### config.mk
export PLATFORM = sky130hd
export DESIGN_NAME = nmr_seq_top
export DESIGN_NICKNAME = d
export VERILOG_FILES = /design/src/source/nmr_pkg.sv /design/src/source/nmr_axil_regs.sv /design/src/source/cmd_ram.sv /design/src/source/seq_timer.sv /design/src/source/seq_fsm.sv /design/src/source/nmr_seq_top.sv
export SDC_FILE = /design/constraint.sdc
export NUM_CORES = 1
export LEC_CHECK = 0
export ABC_CLOCK_PERIOD_IN_PS = 13000
export BUFFER_PORTS_ARGS = -buffer_cell sky130_fd_sc_hd__buf_2
export CORE_MARGIN = 3
export CORE_UTILIZATION = 57
export DETAILED_ROUTE_END_ITERATION = 8
export GPL_TIMING_DRIVEN = 0
export PLACE_DENSITY = 0.73
export SLEW_MARGIN = 10
export SYNTH_ARGS = -nofsm -noshare
export SYNTH_HDL_FRONTEND = slang
export SYNTH_SLANG_ARGS = --single-unit
### constraint.sdc
create_clock -name clock_50 -period 13 [get_ports clock_50]
set_input_delay 1.3 -clock clock_50 [delete_from_list [all_inputs] [get_ports clock_50]]
set_output_delay 1.3 -clock clock_50 [all_outputs]
set_load 0.01 [all_outputs]
### src/source/nmr_pkg.sv
// shared widths, register map and command format of the nmr pulse sequencer
// every block imports what it needs from here
package nmr_pkg;

	// ================================================
	// bus and field widths
	// ================================================
	typedef logic [11:0] axil_addr_t;		// byte address on the host bus
	typedef logic [31:0] axil_data_t;		// one bus word

	localparam int TIME_WIDTH      = 16;	// delay and pulse fields, in clocks
	localparam int REP_WIDTH       = 12;	// repetition count
	localparam int HALT_CODE_WIDTH = 8;
	localparam int CMD_WIDTH       = 64;	// one entry = two bus words

	localparam logic [1:0] RESP_OKAY   = 2'b00;
	localparam logic [1:0] RESP_SLVERR = 2'b10;	// unmapped address

	// ================================================
	// register map
	// ================================================
	localparam axil_addr_t REG_CTRL   = 12'h000;	// bit0 start, bit1 stop, reads 0
	localparam axil_addr_t REG_STATUS = 12'h004;	// busy, done, stopped, code in 15:8
	localparam axil_addr_t REG_PULSES = 12'h008;	// pulses since last start
	localparam axil_addr_t CMD_BASE   = 12'h100;	// entry i at base + 8*i, low word first

	// codes the sequencer makes up on its own
	localparam logic [HALT_CODE_WIDTH-1:0] CODE_BAD_OP  = 8'hEE;	// unknown opcode
	localparam logic [HALT_CODE_WIDTH-1:0] CODE_RUN_OFF = 8'hFF;	// ran past last entry

	// ================================================
	// command word
	// ================================================
	typedef enum logic [3:0] {
		OP_PULSE = 4'd1,
		OP_HALT  = 4'd2
	} cmd_op_e;

	typedef struct packed {
		logic [REP_WIDTH-1:0]  reps;	// times the pattern is played
		logic [TIME_WIDTH-1:0] idly;	// low before the pulse
		logic [TIME_WIDTH-1:0] pls;		// high time
		logic [TIME_WIDTH-1:0] edly;	// low after the pulse
	} pulse_cmd_t;

	typedef struct packed {
		logic [51:0]                reserved;
		logic [HALT_CODE_WIDTH-1:0] code;	// handed to the host
	} halt_cmd_t;

	// same 60 bits, read as pulse or halt depending on op
	typedef union packed {
		pulse_cmd_t pulse;
		halt_cmd_t  halt;
	} cmd_body_u;

	typedef struct packed {
		cmd_op_e   op;		// top nibble of the high word
		cmd_body_u body;
	} cmd_word_t;

	// ================================================
	// sequencer control and status
	// ================================================
	typedef struct packed {
		logic start;	// one cycle strobe
		logic stop;		// one cycle strobe
	} seq_ctrl_t;

	typedef struct packed {
		logic                       busy;
		logic                       done;
		logic                       stopped;
		logic [HALT_CODE_WIDTH-1:0] halt_code;
		logic                       pulse_stb;	// first high cycle of a pulse
	} seq_stat_t;

endpackage

### src/source/nmr_axil_regs.sv
`timescale 1ns/1ps
// axi4-lite slave of the sequencer with control, status, pulse counter
// and the write path into command memory
module nmr_axil_regs #(
	parameter  int CMD_DEPTH = 16,
	localparam int IDX_W     = $clog2(CMD_DEPTH)
) (
	input  logic                clock_50,
	input  logic                arst_n,
	// write address and data
	input  nmr_pkg::axil_addr_t s_axil_awaddr,
	input  logic                s_axil_awvalid,
	output logic                s_axil_awready,
	input  nmr_pkg::axil_data_t s_axil_wdata,
	input  logic                s_axil_wvalid,
	output logic                s_axil_wready,
	output logic [1:0]          s_axil_bresp,
	output logic                s_axil_bvalid,
	input  logic                s_axil_bready,
	// read address and data
	input  nmr_pkg::axil_addr_t s_axil_araddr,
	input  logic                s_axil_arvalid,
	output logic                s_axil_arready,
	output nmr_pkg::axil_data_t s_axil_rdata,
	output logic [1:0]          s_axil_rresp,
	output logic                s_axil_rvalid,
	input  logic                s_axil_rready,
	// sequencer side
	output nmr_pkg::seq_ctrl_t  ctrl,
	input  nmr_pkg::seq_stat_t  stat,
	output logic                wr_en,
	output logic [IDX_W-1:0]    wr_addr,
	output nmr_pkg::axil_data_t wr_data,
	output logic                wr_hi
);
	import nmr_pkg::*;

	localparam axil_addr_t CMD_LIMIT = axil_addr_t'(CMD_BASE + 8 * CMD_DEPTH);	// first addr past memory

	logic       wr_fire;	// write handshake this cycle
	logic       rd_fire;	// read handshake this cycle
	logic       aw_cmd;
	axil_data_t rd_word;	// read mux out
	logic       rd_ok;
	axil_data_t pulse_cnt;
	axil_data_t echo_lo;	// last command halves written
	axil_data_t echo_hi;

	// word aligned and inside the command window
	function automatic logic in_cmd(input axil_addr_t a);
		return (a >= CMD_BASE) && (a < CMD_LIMIT) && (a[1:0] == 2'b00);
	endfunction

	function automatic logic is_reg(input axil_addr_t a);
		return (a == REG_CTRL) || (a == REG_STATUS) || (a == REG_PULSES);
	endfunction

	// ================================================
	// write channel
	// ================================================
	assign wr_fire       = s_axil_awready && s_axil_awvalid && s_axil_wvalid;
	assign aw_cmd        = in_cmd(s_axil_awaddr);
	assign s_axil_wready = s_axil_awready;	// addr and data taken together

	always_ff @(posedge clock_50 or negedge arst_n) begin
		if (!arst_n) begin
			s_axil_awready <= 1'b0;
			s_axil_bvalid  <= 1'b0;
			s_axil_bresp   <= RESP_OKAY;
			ctrl           <= '0;
		end else begin
			s_axil_awready <= s_axil_awvalid && s_axil_wvalid
				&& !s_axil_awready && !s_axil_bvalid;	// one cycle, none pending
			ctrl <= '0;		// strobes self clear
			if (wr_fire) begin
				s_axil_bvalid <= 1'b1;
				s_axil_bresp  <= (aw_cmd || is_reg(s_axil_awaddr)) ? RESP_OKAY : RESP_SLVERR;
				if (s_axil_awaddr == REG_CTRL) begin
					ctrl.start <= s_axil_wdata[0];
					ctrl.stop  <= s_axil_wdata[1];
				end
			end else if (s_axil_bready) begin
				s_axil_bvalid <= 1'b0;	// held until taken
			end
		end
	end

	// command memory port, one half per bus word
	assign wr_en   = wr_fire && aw_cmd;
	assign wr_addr = s_axil_awaddr[IDX_W+2:3];	// 8 bytes per entry
	assign wr_hi   = s_axil_awaddr[2];
	assign wr_data = s_axil_wdata;

	// readback copy of the most recent entry
	always_ff @(posedge clock_50) begin
		if (wr_en && wr_hi) begin
			echo_hi <= s_axil_wdata;
		end
		if (wr_en && !wr_hi) begin
			echo_lo <= s_axil_wdata;
		end
	end

	// ================================================
	// pulse counter
	// ================================================
	always_ff @(posedge clock_50 or negedge arst_n) begin
		if (!arst_n) begin
			pulse_cnt <= '0;
		end else if (ctrl.start && !ctrl.stop && !stat.busy) begin
			pulse_cnt <= '0;	// start that the fsm will take
		end else if (stat.pulse_stb) begin
			pulse_cnt <= pulse_cnt + 1'b1;
		end
	end

	// ================================================
	// read channel
	// ================================================
	assign rd_fire = s_axil_arready && s_axil_arvalid;

	always_comb begin
		rd_word = '0;
		rd_ok   = 1'b1;
		if (s_axil_araddr == REG_STATUS) begin
			rd_word = {16'd0, stat.halt_code, 5'd0, stat.stopped, stat.done, stat.busy};
		end else if (s_axil_araddr == REG_PULSES) begin
			rd_word = pulse_cnt;
		end else if (in_cmd(s_axil_araddr)) begin
			rd_word = s_axil_araddr[2] ? echo_hi : echo_lo;
		end else if (s_axil_araddr != REG_CTRL) begin
			rd_ok = 1'b0;	// outside the map
		end
	end

	always_ff @(posedge clock_50 or negedge arst_n) begin
		if (!arst_n) begin
			s_axil_arready <= 1'b0;
			s_axil_rvalid  <= 1'b0;
			s_axil_rresp   <= RESP_OKAY;
		end else begin
			s_axil_arready <= s_axil_arvalid && !s_axil_arready && !s_axil_rvalid;
			if (rd_fire) begin
				s_axil_rvalid <= 1'b1;
				s_axil_rresp  <= rd_ok ? RESP_OKAY : RESP_SLVERR;
			end else if (s_axil_rready) begin
				s_axil_rvalid <= 1'b0;
			end
		end
	end

	always_ff @(posedge clock_50) begin
		if (rd_fire) begin
			s_axil_rdata <= rd_word;	// stable while rvalid waits
		end
	end

endmodule

### src/source/cmd_ram.sv
`timescale 1ns/1ps
// command memory, written in 32-bit halves from the bus side
// and read whole by the sequencer one cycle after rd_en
module cmd_ram #(
	parameter  int CMD_DEPTH = 16,
	localparam int IDX_W     = $clog2(CMD_DEPTH)
) (
	input  logic                clock_50,
	input  logic                wr_en,
	input  logic [IDX_W-1:0]    wr_addr,
	input  nmr_pkg::axil_data_t wr_data,
	input  logic                wr_hi,		// 1 = upper word
	input  logic                rd_en,
	input  logic [IDX_W-1:0]    rd_addr,
	output nmr_pkg::cmd_word_t  rd_data
);
	import nmr_pkg::*;

	localparam int HALF = CMD_WIDTH / 2;

	logic [CMD_WIDTH-1:0] mem [CMD_DEPTH];	// maps onto block ram

	always_ff @(posedge clock_50) begin
		if (wr_en) begin
			if (wr_hi) begin
				mem[wr_addr][CMD_WIDTH-1:HALF] <= wr_data;	// op, reps, idly
			end else begin
				mem[wr_addr][HALF-1:0] <= wr_data;			// pls, edly or code
			end
		end
		if (rd_en) begin
			rd_data <= cmd_word_t'(mem[rd_addr]);	// old data on collision
		end
	end

endmodule

### src/source/seq_timer.sv
`timescale 1ns/1ps
// phase timer of the sequencer
// after a load of N the expired flag marks the N-th cycle, i.e. the last one of the phase
module seq_timer (
	input  logic                           clock_50,
	input  logic                           arst_n,
	input  logic                           load,
	input  logic [nmr_pkg::TIME_WIDTH-1:0] load_value,	// never 0
	output logic                           expired
);
	import nmr_pkg::*;

	logic [TIME_WIDTH-1:0] count;	// cycles left in phase

	always_ff @(posedge clock_50 or negedge arst_n) begin
		if (!arst_n) begin
			count <= '0;
		end else if (load) begin
			count <= load_value;
		end else if (count != '0) begin
			count <= count - 1'b1;	// parks at zero
		end
	end

	// count is N in the first cycle of the phase
	assign expired = (count == TIME_WIDTH'(1));

endmodule

### src/source/seq_fsm.sv
`timescale 1ns/1ps
// sequencer state machine, walks command memory from entry 0
// and plays idly / pls / edly on pulse_out for every repetition
module seq_fsm #(
	parameter  int CMD_DEPTH = 16,
	localparam int IDX_W     = $clog2(CMD_DEPTH)
) (
	input  logic                           clock_50,
	input  logic                           arst_n,
	input  nmr_pkg::seq_ctrl_t             ctrl,
	input  nmr_pkg::cmd_word_t             rd_data,
	input  logic                           expired,
	output nmr_pkg::seq_stat_t             stat,
	output logic                           rd_en,
	output logic [IDX_W-1:0]               rd_addr,
	output logic                           load,
	output logic [nmr_pkg::TIME_WIDTH-1:0] load_value,
	output logic                           pulse_out
);
	import nmr_pkg::*;

	typedef enum logic [2:0] {IDLE, FETCH, DECODE, IDLY, PLS, EDLY} state_e;

	state_e                     state;
	state_e                     nxt;
	logic [IDX_W-1:0]           idx;		// entry being run
	logic [REP_WIDTH-1:0]       reps_left;	// includes current rep
	pulse_cmd_t                 cur;		// fields of running pulse cmd
	pulse_cmd_t                 src;
	logic [2:0]                 nz;			// {edly, pls, idly} non zero
	logic [2:0]                 avail;		// phases still ahead in this rep
	logic                       seek;		// pick next phase or entry
	logic                       more;
	logic                       wrap;
	logic                       adv;
	logic                       fin;
	logic                       stop_hit;
	logic [HALT_CODE_WIDTH-1:0] fin_code;
	logic                       done_q;
	logic                       stopped_q;
	logic                       stb_q;
	logic [HALT_CODE_WIDTH-1:0] code_q;

	// earliest phase in the mask, mask must not be empty
	function automatic state_e first_phase(input logic [2:0] m);
		if (m[0]) return IDLY;
		if (m[1]) return PLS;
		return EDLY;
	endfunction

	// fresh word in decode, latched copy afterwards
	assign src = (state == DECODE) ? rd_data.body.pulse : cur;
	assign nz  = {src.edly != '0, src.pls != '0, src.idly != '0};

	// ================================================
	// next state
	// ================================================
	always_comb begin
		nxt      = state;
		seek     = 1'b0;
		avail    = 3'b000;
		more     = 1'b0;
		wrap     = 1'b0;
		adv      = 1'b0;
		fin      = 1'b0;
		fin_code = CODE_RUN_OFF;
		load     = 1'b0;
		case (state)
			IDLE:   if (ctrl.start && !ctrl.stop) nxt = FETCH;
			FETCH:  nxt = DECODE;	// ram read in flight
			DECODE: begin
				case (rd_data.op)
					OP_PULSE: begin
						seek  = 1'b1;
						avail = (rd_data.body.pulse.reps != '0) ? nz : 3'b000;	// reps 0 skips
					end
					OP_HALT: begin
						nxt      = IDLE;
						fin      = 1'b1;
						fin_code = rd_data.body.halt.code;
					end
					default: begin
						nxt      = IDLE;	// unknown op acts as halt
						fin      = 1'b1;
						fin_code = CODE_BAD_OP;
					end
				endcase
			end
			IDLY, PLS, EDLY: begin
				if (expired) begin
					seek  = 1'b1;
					avail = (state == IDLY) ? (nz & 3'b110) :
						(state == PLS) ? (nz & 3'b100) : 3'b000;
					more  = reps_left > REP_WIDTH'(1);
				end
			end
			default: nxt = IDLE;
		endcase

		if (seek) begin
			if (avail != 3'b000) begin
				nxt  = first_phase(avail);	// next phase, same rep
				load = 1'b1;
			end else if (more) begin
				nxt  = first_phase(nz);		// next rep, no gap
				load = 1'b1;
				wrap = 1'b1;
			end else if (idx == IDX_W'(CMD_DEPTH - 1)) begin
				nxt = IDLE;		// past last entry
				fin = 1'b1;
			end else begin
				nxt = FETCH;
				adv = 1'b1;
			end
		end

		stop_hit = ctrl.stop && (state != IDLE);
		if (stop_hit) begin
			nxt  = IDLE;	// stop beats everything
			load = 1'b0;
			wrap = 1'b0;
			adv  = 1'b0;
			fin  = 1'b0;
		end
	end

	assign load_value = (nxt == IDLY) ? src.idly : (nxt == PLS) ? src.pls : src.edly;

	// ================================================
	// state and status registers
	// ================================================
	always_ff @(posedge clock_50 or negedge arst_n) begin
		if (!arst_n) begin
			state     <= IDLE;
			idx       <= '0;
			reps_left <= '0;
			done_q    <= 1'b0;
			stopped_q <= 1'b0;
			stb_q     <= 1'b0;
			code_q    <= '0;
		end else begin
			state <= nxt;
			stb_q <= load && (nxt == PLS);	// high in first PLS cycle
			if ((state == IDLE) && (nxt == FETCH)) begin
				idx       <= '0;	// new run
				done_q    <= 1'b0;
				stopped_q <= 1'b0;
				code_q    <= '0;
			end
			if (adv) idx <= idx + 1'b1;
			if (state == DECODE) begin
				reps_left <= rd_data.body.pulse.reps;
			end else if (wrap) begin
				reps_left <= reps_left - 1'b1;
			end
			if (fin) begin
				done_q <= 1'b1;
				code_q <= fin_code;
			end
			if (stop_hit) stopped_q <= 1'b1;
		end
	end

	always_ff @(posedge clock_50) begin
		if (state == DECODE) cur <= rd_data.body.pulse;
	end

	assign rd_en     = (state == FETCH);
	assign rd_addr   = idx;
	assign pulse_out = (state == PLS);
	assign stat      = '{busy: state != IDLE, done: done_q, stopped: stopped_q,
		halt_code: code_q, pulse_stb: stb_q};

endmodule

### src/source/nmr_seq_top.sv
`timescale 1ns/1ps
// top of the nmr pulse sequencer, host bus in and one pulse pin out
// CMD_DEPTH sets the command memory size for all blocks
module nmr_seq_top #(
	parameter int CMD_DEPTH = 16
) (
	input  logic                clock_50,
	input  logic                arst_n,
	input  nmr_pkg::axil_addr_t s_axil_awaddr,
	input  logic                s_axil_awvalid,
	output logic                s_axil_awready,
	input  nmr_pkg::axil_data_t s_axil_wdata,
	input  logic                s_axil_wvalid,
	output logic                s_axil_wready,
	output logic [1:0]          s_axil_bresp,
	output logic                s_axil_bvalid,
	input  logic                s_axil_bready,
	input  nmr_pkg::axil_addr_t s_axil_araddr,
	input  logic                s_axil_arvalid,
	output logic                s_axil_arready,
	output nmr_pkg::axil_data_t s_axil_rdata,
	output logic [1:0]          s_axil_rresp,
	output logic                s_axil_rvalid,
	input  logic                s_axil_rready,
	output logic                pulse_out
);
	import nmr_pkg::*;

	localparam int IDX_W = $clog2(CMD_DEPTH);

	seq_ctrl_t             ctrl;		// start / stop strobes
	seq_stat_t             stat;
	logic                  wr_en;
	logic [IDX_W-1:0]      wr_addr;
	axil_data_t            wr_data;
	logic                  wr_hi;
	logic                  rd_en;
	logic [IDX_W-1:0]      rd_addr;
	cmd_word_t             rd_data;
	logic                  load;		// timer reload
	logic [TIME_WIDTH-1:0] load_value;
	logic                  expired;

	nmr_axil_regs #(.CMD_DEPTH(CMD_DEPTH)) u_regs (
		.clock_50, .arst_n,
		.s_axil_awaddr, .s_axil_awvalid, .s_axil_awready,
		.s_axil_wdata, .s_axil_wvalid, .s_axil_wready,
		.s_axil_bresp, .s_axil_bvalid, .s_axil_bready,
		.s_axil_araddr, .s_axil_arvalid, .s_axil_arready,
		.s_axil_rdata, .s_axil_rresp, .s_axil_rvalid, .s_axil_rready,
		.ctrl, .stat, .wr_en, .wr_addr, .wr_data, .wr_hi
	);

	cmd_ram #(.CMD_DEPTH(CMD_DEPTH)) u_ram (
		.clock_50, .wr_en, .wr_addr, .wr_data, .wr_hi, .rd_en, .rd_addr, .rd_data
	);

	seq_fsm #(.CMD_DEPTH(CMD_DEPTH)) u_fsm (
		.clock_50, .arst_n, .ctrl, .rd_data, .expired,
		.stat, .rd_en, .rd_addr, .load, .load_value, .pulse_out
	);

	seq_timer u_timer (
		.clock_50, .arst_n, .load, .load_value, .expired
	);

endmodule

# Yosys cells after proc, flatten, opt, wreduce, memory -nomap -nowiden
# Memory sizes are Yosys's and may differ from the RTL's. A register that Yosys moved wholly into a read port is not among the register bits.
# Cells that the tools add are included.
word_totals:
  input_bits: 63
  memories: 1
  regBits: 232
  mem_bits_ro: 0
  wordCells: 203
  output_inout_bits: 42
  latchBits: 0
  ramBits: 1024
mem_list:
  columns: ["memory", "depth", "word_bits", "read_ports", "rd_ports_with_merged_regs", "wr", "line", "source"]
  rows:
  - ["u_ram.mem", 16, 64, 1, 1, 1, "cmd_ram.sv:21", "logic [CMD_WIDTH-1:0] mem [CMD_DEPTH];"]
classes:
  multipliers: 0
  eq_ne: 16
  n_div: 0
  addsub: 4
  reduce_logical: 51
  muxes: 102
  bitwise_logic: 0
  n_lt_le_gt_ge: 5
  shifts: 0
op_table:
  columns: ["cell", "count"]
  rows:
  - ["32-bit 2-to-1 mux", 5]
  - ["16-bit 2-to-1 mux", 5]
  - ["16-bit nonzero test", 4]
  - ["1-bit 2-to-1 mux", 57]
  - ["3-bit 2-to-1 mux", 19]
  - ["48-bit 2-to-1 mux", 1]
  - ["32-bit by 1-bit adder with 32-bit output, second input constant", 1]
  - ["12-bit by 3-bit == test with 1-bit output, second input constant", 2]
  - ["12-bit by 4-bit == test with 1-bit output, second input constant", 2]
  - ["12-bit by 9-bit greater-or-equal comparator with 1-bit output, second input constant", 2]
  - ["12-bit by 9-bit less-than comparator with 1-bit output, second input constant", 2]
  - ["12-bit 2-to-1 mux", 2]
  - ["8-bit 2-to-1 mux", 3]
  - ["12-bit nonzero test", 2]
  - ["1-bit logical AND", 20]
  - ["16-bit by 1-bit == test with 1-bit output, second input constant", 1]
  - ["8-bit case mux with 2 select lines", 1]
  - ["2-bit nonzero test", 8]
  - ["16-bit by 1-bit subtractor with 16-bit output, second input constant", 1]
  - ["12-bit by 1-bit > comparator with 1-bit output, second input constant", 1]
  - ["12-bit logical NOT", 1]
  - ["3-bit case mux with 4 select lines", 1]
  - ["12-bit by 1-bit subtractor with 12-bit output, second input constant", 1]
  - ["3-bit by 2-bit == test with 1-bit output, second input constant", 3]
  - ["other kinds (16)", 33]

# Logic depth before layout (Yosys ltp)
depth:
  ltp_word: 24
  mapped_depth: 12

# Cells and area by module
# Synthesis repeated with hierarchy kept, for this count alone.
hier_totals:
  hier_cells: 2754
  hier_area_um2: 51578.2
modules_own_cells:
  columns: ["mod", "cells_each", "seq_area_each_um2", "area_per_inst_um2", "instances"]
  rows:
  - ["cmd_ram", 1677, 32671.3, 40331.2, 1]
  - ["nmr_axil_regs", 489, 3883.7, 6168.4, 1]
  - ["seq_fsm", 469, 1711.6, 4025.1, 1]
  - ["seq_timer", 119, 400.4, 1053.5, 1]

# Least setup slack after synthesis
# No wires, ideal clock.
synth_timing:
  path_kind: "input -> register"
  from: "in s_axil_awaddr[7]"
  to: "mem u_ram.mem[12][32] (enable)"
  cell_stages: 5
  setup_slack_ps: 4569
  n_path_buf: 0
  arrival_ps: 7970
  setup_ps: 461
  path_cell_list: "nor4_1 -> nand2_1 -> nor4_1 -> nand3_1 -> nor3_1"
synth_between:
  elab_chain_cells: 6
  elab_cells_between_ends: 7
  cone_classes: "2 x order compare; 2 x mux; 3 x reduce/logical"
synth_rtl:
  columns: ["element", "line", "source"]
  rows:
  - ["start: declaration", "nmr_seq_top.sv:9", "input nmr_pkg::axil_addr_t s_axil_awaddr,"]
  - ["12-bit by 9-bit greater-or-equal comparator with 1-bit output / 12-bit by 9-bit less-than comparator with 1-bit output (equally long branches)", "nmr_axil_regs.sv:51", "return (a >= CMD_BASE) && (a < CMD_LIMIT) && (a[1:0] == 2'b00);"]
  - ["1-bit logical AND (*) (2 in a row)", "nmr_axil_regs.sv:51", null]
  - ["1-bit logical AND (*)", "nmr_axil_regs.sv:89", "assign wr_en = wr_fire && aw_cmd;"]
  - ["1-bit 2-to-1 mux (*)", "cmd_ram.sv:24", "if (wr_en) begin"]
  - ["1-bit 2-to-1 mux (not written as such) (*)", "cmd_ram.sv:26", "mem[wr_addr][CMD_WIDTH-1:HALF] <= wr_data;"]
  - ["end: declaration", "cmd_ram.sv:21", null]
# Mark *: on every way between the ends. The rest lies on a longest branch, timed or not.

==> flow_summary.ini <==
[run_status]
outcome = completed

[cells_and_area]
syn2layout_area_growth_pct = 13.9
drive_above_1_share = 0.171
final_nets = 3382
fin_util = 0.659
n_antenna_cell = 0
nFillCells = 5844

[synthesis]
synthTopCellsByArea = edfxtp_1 (69%), mux4_2 (5.6%), mux2i_1 (4.9%), dfrtp_1 (4.2%), nand2_1 (2.2%)
synth_ff_type = edfxtp_1
synth-adder-area-share = 0.00170
synth_top_area_share = 0.691
synthSimpleGateAreaFrac = 0.0505
avgSynthCellArea_um2 = 17.0
yosys_warnings = 0
synth_edf_count = 1184
synth_mux_area_frac = 0.120
ys_seq_area_frac = 0.752
yosysTopAreaCell = edfxtp_1
synth_top_family_by_area = multiplexers
ys_types = 68
synth-compound-area-share = 0.0543
synthCells = 3019
synth.cell_area_mm2 = 0.0514
netlist_top_cells_count = edfxtp_1 (1184), nand2_1 (297), mux2i_1 (253), o21ai_0 (182), mux4_2 (128)
yosysMostFrequentCell = edfxtp_1
ys_ff_latch = 1318
yosys.area_share.xor_xnor = 0.00902
ys_async_sr_fraction = 0.0653

[placed_design]
hpwl_um = 90400
gp_congestion = 0.948
numPortBuffers = 101

[clock_tree]
cts_hold_buf = 0
post_cts_buffers = 0
cts_max_path_buffers = 3
post_cts_resized = 0
cts_tree = built
h-tree-depth = 4
insertion_delay_ps = 730
cts.clk_slew.worst_paths_ps = 60
cts-root-buf = clkbuf_16
cts_buffers = 131
clock_sinks = 1318

[critical_path]
worst_path_most_repeated_cell = clkbuf_1
cp-start-kind = register
critPathMaxFanout = 10
cp_slowest_cell = clkbuf_1
crit_path_max_incr_delay_ps = 840
cp.required_ps = 13530
crit_buf_inv = 4
cp_top_family = buffers and inverters
critical_path.cell_chain = clkbuf_1 > clkbuf_1 > buf_1 > clkbuf_1 > mux2i_1 > a221oi_1 > o21ai_0 > nand2_1
end_kind = register
critical_path_class = reg -> reg
critPathArrivalTime_ps = 5270

[route]
drt-total-wl_um = 134000
firstDrtPassIters = 6
num_vias = 29500
wl_per_cell_um = 29.3
viasPerCell = 6.44
drt_iter0_drc = 4072
drc = 0
drtAntennaViolNets = 0

[hold_path]
hold_path_class = reg -> reg

[sta]
rsz0062_at_grt = no
fin_crit_ps = 4750
skew_ps = 26.3
slew_viol_final = 0
max_freq_mhz = 211
hold-worst-slack_ps = 456
finalHoldViolations = 0
min_period_over_period = 0.365
setup_viol = 0
slew_headroom = 0.183
tightest_slew_ps = 1220
fin_tns_setup_ps = 0

[floorplan]
fp.dieW_um = 306
rows = 109
core-area_mm2 = 0.0889
die_area_mm2 = 0.0939
io_pins = 105
initial_core_util = 0.579
dieHeight_um = 306

[power]
power.total_mw = 8.31
pwr-share-comb = 0.015
clockPowerShare = 0.429
peakVddDrop_uv = 102
p_leak_nw = 19.4
p_sw_mw = 1.63
swShare = 0.196
p_int_mw = 6.68
seqPwrFrac = 0.556
p_per_area_mw_per_mm2 = 142

[global_route]
grt-ovfl-total = 0
grt_pass1_wl_um = 195000
grt_max_degree = 63
grt_antenna_before_repair = 10
track_usage = 0.288
grt_pass1_vias = 29200

[flow_run]
cap_violations = 0
[sequential cells by signal (all words and copies together), names as in the netlist, 2 cells and up]
register             flops
u_fsm.rd_addr            4
u_fsm.code_q             8
u_regs.echo_hi          32
u_regs.echo_lo          32
u_fsm.reps_left         12
u_ram.mem             1024
u_ram.rd_data           64
u_fsm.cur               48
u_regs.s_axil_rdata     32
u_fsm.state              3
u_regs.pulse_cnt        32
u_regs.ctrl              2
u_timer.count           16
[cells by family after synthesis]
logic type,after synthesis
flip-flops,1318
AND/OR/NAND/NOR,574
AO/OA/AOI/OAI,447
multiplexers,447
buffers and inverters,172
XOR/XNOR,53
adder cells (fa/ha/maj),7
other,1
[cell type report]
type | instances | area [um2] | share of cell area
Clock inverter | 53 | 354 | 0.00604
Tap cell | 1165 | 1460 | 0.0249
Multi-Input combinational cell | 1530 | 12400 | 0.211
Inverter | 20 | 75.1 | 0.00128
Timing Repair Buffer | 159 | 1460 | 0.0249
Buffer | 152 | 606 | 0.0103
Sequential cell | 1318 | 38700 | 0.660
Clock buffer | 181 | 3650 | 0.0623
[per-layer routing]
metal	part of all wire	global-route usage	up-vias
met1	0.38	0.399	14900
li1	-	-	12500
met3	0.11	0.0602	271
met2	0.48	0.460	1825
met4	0.033	0.103	6
met5	0.00028	0	-
[per-stage QoR]
step	cell area, um2	setup slack (ps)	cells
after floorplan	51500	4570	3020
after global placement	53400	-107	4286
after detailed placement	54600	8340	4344
after CTS	58600	8450	4578
after global routing	58600	8230	4578
final	58600	8250	4578
[placed cells by master, fill, tap and decap left out, drive strengths merged, types with 8 or more instances in the layout]
| master | count |
|---|---|
| edfxtp | 1184 |
| nand2 | 297 |
| clkbuf | 291 |
| mux2i | 253 |
| buf | 201 |
| o21ai | 183 |
| mux4 | 128 |
| nor2 | 114 |
| a21oi | 98 |
| dfrtp | 86 |
| mux2 | 66 |
| a22oi | 65 |
| a221oi | 64 |
| dfxtp | 48 |
| clkinv | 46 |
| nor4 | 37 |
| xor2 | 30 |
| xnor2 | 23 |
| inv | 23 |
| nand3 | 22 |
| nor3 | 22 |
| nand4 | 14 |
| a2bb2oi | 14 |
| nand2b | 12 |
| or3 | 8 |
[power by group through the flow]
stage / sequential, mW / clock (mW) / combinational, mW
5_1_grt: 4.62 / 3.77 / 0.133
3_5_place_dp: 4.71 / 0 / 0.123
3_3_place_gp: 4.71 / 0 / 0.112
6_report: 4.62 / 3.56 / 0.124
4_1_cts: 4.62 / 3.60 / 0.124
2_1_floorplan: 4.71 / 0 / 0.0227
[final timing paths]
check | from | end | slack [ps] | depth (start not counted)
max reg2reg | u_fsm.rd_addr[0] | u_ram.rd_data[16] | 8250 | 8
min reg2reg | u_regs.s_axil_arready | u_regs.s_axil_arready | 460 | 1
max | u_fsm.rd_addr[0] | u_ram.rd_data[16] | 8250 | 8
max in group asynchronous | arst_n | u_fsm.rd_addr[2] | 11840 | 2
min | u_regs.s_axil_arready | u_regs.s_axil_arready | 460 | 1
min in group asynchronous | arst_n | u_regs.pulse_cnt[28] | 510 | 1
No activity file was read; power rests on OpenSTA's default activity.
